==> src/core_config.svh <==
// Global sizing for the dual-issue execution datapath
// Include wherever data width, register count or ROB depth is needed

`ifndef CORE_CONFIG_SVH
`define CORE_CONFIG_SVH

// ------------------------------------------------------------
// Datapath sizing
// ------------------------------------------------------------

// Data word width in bits
`define CORE_XLEN 32

// Architectural integer registers, x0 included
`define CORE_NUM_REGS 32

// Reorder-buffer entries, indexed by a 5-bit slot
`define CORE_ROB_DEPTH 32

`endif

==> src/core_pkg.sv <==
// Shared types for the dual-issue datapath
// Words, addresses, ROB slots, ALU and operand-select codes, instruction views

`include "core_config.svh"

package core_pkg;

  typedef logic [`CORE_XLEN-1:0] word_t;
  typedef logic [4:0]            reg_addr_t;
  typedef logic [4:0]            rob_slot_t;

  // ALU function codes
  typedef enum logic [3:0] {
    alu_add      = 4'd0,
    alu_sub      = 4'd1,
    alu_and      = 4'd2,
    alu_or       = 4'd3,
    alu_xor      = 4'd4,
    alu_slt      = 4'd5,
    alu_sltu     = 4'd6,
    alu_sll      = 4'd7,
    alu_srl      = 4'd8,
    alu_sra      = 4'd9,
    alu_pass_op1 = 4'd10
  } alu_fn_e;

  // First operand source
  typedef enum logic {
    op0_rs1  = 1'b0,
    op0_zero = 1'b1
  } op0_sel_e;

  // Second operand source, code 3 is unused
  typedef enum logic [2:0] {
    op1_rs2   = 3'd0,
    op1_shamt = 3'd1,
    op1_imm_u = 3'd2,
    op1_imm_i = 3'd4,
    op1_imm_s = 3'd5,
    op1_zero  = 3'd6
  } op1_sel_e;

  // ------------------------------------------------------------
  // Instruction word formats
  // ------------------------------------------------------------

  typedef struct packed {
    logic [6:0] funct7;
    logic [4:0] rs2;
    logic [4:0] rs1;
    logic [2:0] funct3;
    logic [4:0] rd;
    logic [6:0] opcode;
  } inst_r_t;

  typedef struct packed {
    logic [11:0] imm;
    logic [4:0]  rs1;
    logic [2:0]  funct3;
    logic [4:0]  rd;
    logic [6:0]  opcode;
  } inst_i_t;

  typedef struct packed {
    logic [6:0] imm_hi;
    logic [4:0] rs2;
    logic [4:0] rs1;
    logic [2:0] funct3;
    logic [4:0] imm_lo;
    logic [6:0] opcode;
  } inst_s_t;

  typedef struct packed {
    logic [19:0] imm;
    logic [4:0]  rd;
    logic [6:0]  opcode;
  } inst_u_t;

  // One 32-bit word seen through each format
  typedef union packed {
    inst_r_t r;
    inst_i_t i;
    inst_s_t s;
    inst_u_t u;
  } inst_u;

endpackage

==> src/branch_cond_unit.sv <==
// Branch comparison flags for the execute stage of lane A
// Signed and unsigned compares come from the sign bits and op0 - op1

`timescale 1ns/1ns

module branch_cond_unit (
  input  core_pkg::word_t op0_i,
  input  core_pkg::word_t op1_i,
  output logic            eq_o,
  output logic            ne_o,
  output logic            lt_o,
  output logic            ltu_o,
  output logic            ge_o,
  output logic            geu_o
);

  import core_pkg::*;

  localparam int MSB = $bits(word_t) - 1;

  word_t diff;
  logic  diff_signs;

  assign diff       = op0_i - op1_i;
  assign diff_signs = op0_i[MSB] ^ op1_i[MSB];

  // With differing signs the sign bits alone decide, no overflow to worry about
  assign eq_o  = (diff == '0);
  assign ne_o  = ~eq_o;
  assign lt_o  = diff_signs ? op0_i[MSB] : diff[MSB];
  assign ltu_o = diff_signs ? op1_i[MSB] : diff[MSB];
  assign ge_o  = diff_signs ? op1_i[MSB] : ~diff[MSB];
  assign geu_o = diff_signs ? op0_i[MSB] : ~diff[MSB];

endmodule

==> config.mk <==
export PLATFORM = sky130hd
export DESIGN_NAME = branch_cond_unit
export DESIGN_NICKNAME = d
export VERILOG_FILES = /design/src/core_pkg.sv /design/src/branch_cond_unit.sv
export VERILOG_INCLUDE_DIRS = /design/src /design/src/src
export SDC_FILE = /design/constraint.sdc
export NUM_CORES = 1
export LEC_CHECK = 0
export BUFFER_PORTS_ARGS = -buffer_cell sky130_fd_sc_hd__buf_2
export CAP_MARGIN = 20
export CORE_MARGIN = 2
export CORE_UTILIZATION = 35
export DETAILED_ROUTE_END_ITERATION = 8
export SETUP_SLACK_MARGIN = 0.3
export SYNTH_ARGS = -nofsm -noshare
export SYNTH_HDL_FRONTEND = slang
export SYNTH_SLANG_ARGS = --single-unit
==> constraint.sdc <==
create_clock -name vclk -period 8.1
set_input_delay 1.215 -clock vclk [all_inputs]
set_output_delay 1.215 -clock vclk [all_outputs]
set_load 0.02 [all_outputs]
==> impl_metrics.csv <==
group,metric,value,unit
sta,worst_slew_pin_slew,0.530,ns
critical_path,cpPeakStageDelay,0.56,ns
critical_path,required,6.88,ns
global_route,antenna_found_initial,0,
place,dp_hpwl,4.85,mm
finish,num-nets-final,453,
sta,hold_violations,0,
sta,post-route-period-util,0.914,
floorplanning,dieArea,6560,sq um
power,p_per_area,71.0,nW/um^2
power,p_leak,1.20,nW
global_route,grt_pass1_wl,8.97,mm
finish,regArea,0,sq um
place,numPlacedInstances,429,
critical_path,crit_family,"simple AND/OR/NAND/NOR gates",
routing,antenna_left,0,
sta,fmax,0.135,GHz
finish,diodes,0,
min_path,hold_class,"input pin to output port",
critical_path,cp_slowest_cell,"or4_1",
sta,fin_crit,7.40,ns
sta,relSlewSlack,0.637,
finish,nClkBuffers,0,
critical_path,path_cells,"buf_2, ha_1, nor2b_4, o2111ai_4, a211oi_2, o41ai_1, o31ai_1, a21oi_1, nand2b_1, a21o_1, fa_1, a2111oi_0, nand4_1, nor4_1, and4_1, nand4_1, or4_1, nor4_2, and4_1, buf_2",
routing,via_per_inst,5.56,
floorplanning,io_pins,70,
clocking,hold_buffers,0,
critical_path,end_kind,"output port",
floorplanning,die_y,81.0,um
synthesis,syn_avg_cell_area,7.05,sq um
routing,drt_iter0_markers,169,
global_route,grt_overflow,0,
routing,dr.pass1.iters,4,
critical_path,cp-start-kind,"input pin",
power,peakVddDrop,0.0266,mV
finish,fin_cells,429,
global_route,grt_pass1_vias,2006,
sta,rsz0062_at_grt,"no",
critical_path,worstSetupPathType,"input pin to output port",
critical_path,path_buf_inv,2,
routing,drt-total-wl,5.70,mm
routing,wl_per_cell,13.3,um
finish,multi_input_area,1840,sq um
place,io_buffers,70,
global_route,grt_max_degree,13,
finish,drive_gt1_frac,0.249,
critical_path,crit_arrival,6.19,ns
sta,setup_viol,0,
synthesis,syn-cell-area,2070,sq um
place,gp_congestion,0.904,
finish,final_util,0.421,
synthesis,synth_fp_nets,391,
synthesis,synth_cell_type_count,75,
run,max_cap_viol_count,0,
clocking,post_cts_buffers,0,
critical_path,path_max_fanout,6,
synthesis,yosysSeqAreaShare,0,
status,status,"finished clean",
synthesis,netlist_instances,294,
sta,timing.hold.ws,2.90,ns
synthesis,ys_warn_count,0,
sta,drv_slew,0,
sta,tns,0,ns
finish,seq_cells,0,
clocking,cts_resized,0,
floorplanning,core_area,5820,sq um
floorplanning,rows,28,
finish,n_fill_cell,648,
global_route,grt_usage,0.164,
finish,syn2layout_area_growth,18.0,%
floorplanning,chipWidth,81.0,um
floorplanning,start_util,0.356,
routing,num_vias,2386,
routing,drc_errors,0,
[synthesized netlist by cell type, types with 6 or more instances]
library cell | n | share of area
inv_1 | 43 | 0.078
nand2_1 | 22 | 0.040
nand2b_1 | 6 | 0.018
o21ai_0 | 17 | 0.041
nor2b_1 | 8 | 0.024
nand4_1 | 7 | 0.021
nor2_1 | 15 | 0.027
a21o_1 | 7 | 0.025
ha_1 | 31 | 0.19
nand3_1 | 11 | 0.027
a21oi_1 | 23 | 0.056
[layout by cell type, fill, tap and decap left out, types with 2 or more instances in the layout]
| cell type | instances |
|---|---|
| a31oi_1 | 3 |
| nand4_1 | 7 |
| o31ai_1 | 2 |
| o311ai_0 | 2 |
| o21a_1 | 2 |
| o2111a_1 | 2 |
| xnor2_1 | 4 |
| xor2_1 | 3 |
| o31a_1 | 2 |
| nand2_1 | 22 |
| a211o_1 | 2 |
| a221oi_1 | 2 |
| a21oi_1 | 23 |
| fa_1 | 2 |
| nand2b_1 | 6 |
| inv_1 | 43 |
| nor3b_1 | 2 |
| mux2i_1 | 2 |
| o41ai_1 | 2 |
| buf_2 | 70 |
| nor2_1 | 15 |
| nand3_1 | 11 |
| or4_1 | 2 |
| and3_1 | 2 |
| a2111o_1 | 2 |
| o211ai_1 | 3 |
| o21bai_1 | 3 |
| a21o_1 | 7 |
| nor2b_1 | 8 |
| a21oi_2 | 2 |
| and4_1 | 3 |
| o21ai_0 | 17 |
| ha_1 | 31 |
| a2111oi_0 | 4 |
| nor3_1 | 2 |
| a211oi_1 | 4 |
[kinds of logic after synthesis]
family,after synthesis,synth area share
AOI/OAI and AO/OA,103,0.372
xor gates and xnor gates,7,0.0296
adders and majority gates,33,0.206
buffers and inverters,53,0.112
muxes,3,0.0151
and+or+nand+nor,95,0.266
[worst paths after layout]
path  startpoint  cells past startpoint    end  slack [ns]
max     op0_i[1]                     20   eq_o        0.70
min    op1_i[31]                      3  ltu_o        2.90
[where the power goes]
part,switching [W],leakage (nW),internal [W]
clock,0,0,0
combinational,0.0000990,1.20,0.0000747
sequential,0,0,0
[layout make-up]
| class | count | area share |
|---|---|---|
| Timing Repair Buffer | 70 | 0.143 |
| Multi-Input combinational cell | 241 | 0.753 |
| Inverter | 43 | 0.0660 |
| Tap cell | 75 | 0.0383 |
[through the flow]
stage / power [W] / setup WS (ns) / area (sq um)
6_report: 0.000174 / 0.699 / 2450
5_1_grt: 0.000192 / 0.316 / 2450
4_1_cts: 0.000173 / 0.696 / 2450
3_5_place_dp: 0.000172 / 0.702 / 2450
3_3_place_gp: 0.000171 / 0.800 / 2450
2_1_floorplan: 0.000129 / 1.31 / 2070
[metal layers]
| metal | track usage | up-vias | routed length, um |
|---|---|---|---|
| met5 | 0 | - | 0 |
| met4 | 0.0102 | 0 | 33 |
| met3 | 0.00333 | 4 | 248 |
| met2 | 0.295 | 64 | 2740 |
| met1 | 0.229 | 1095 | 2680 |
| li1 | - | 1223 | - |
Power figures use the tool's default switching activity.
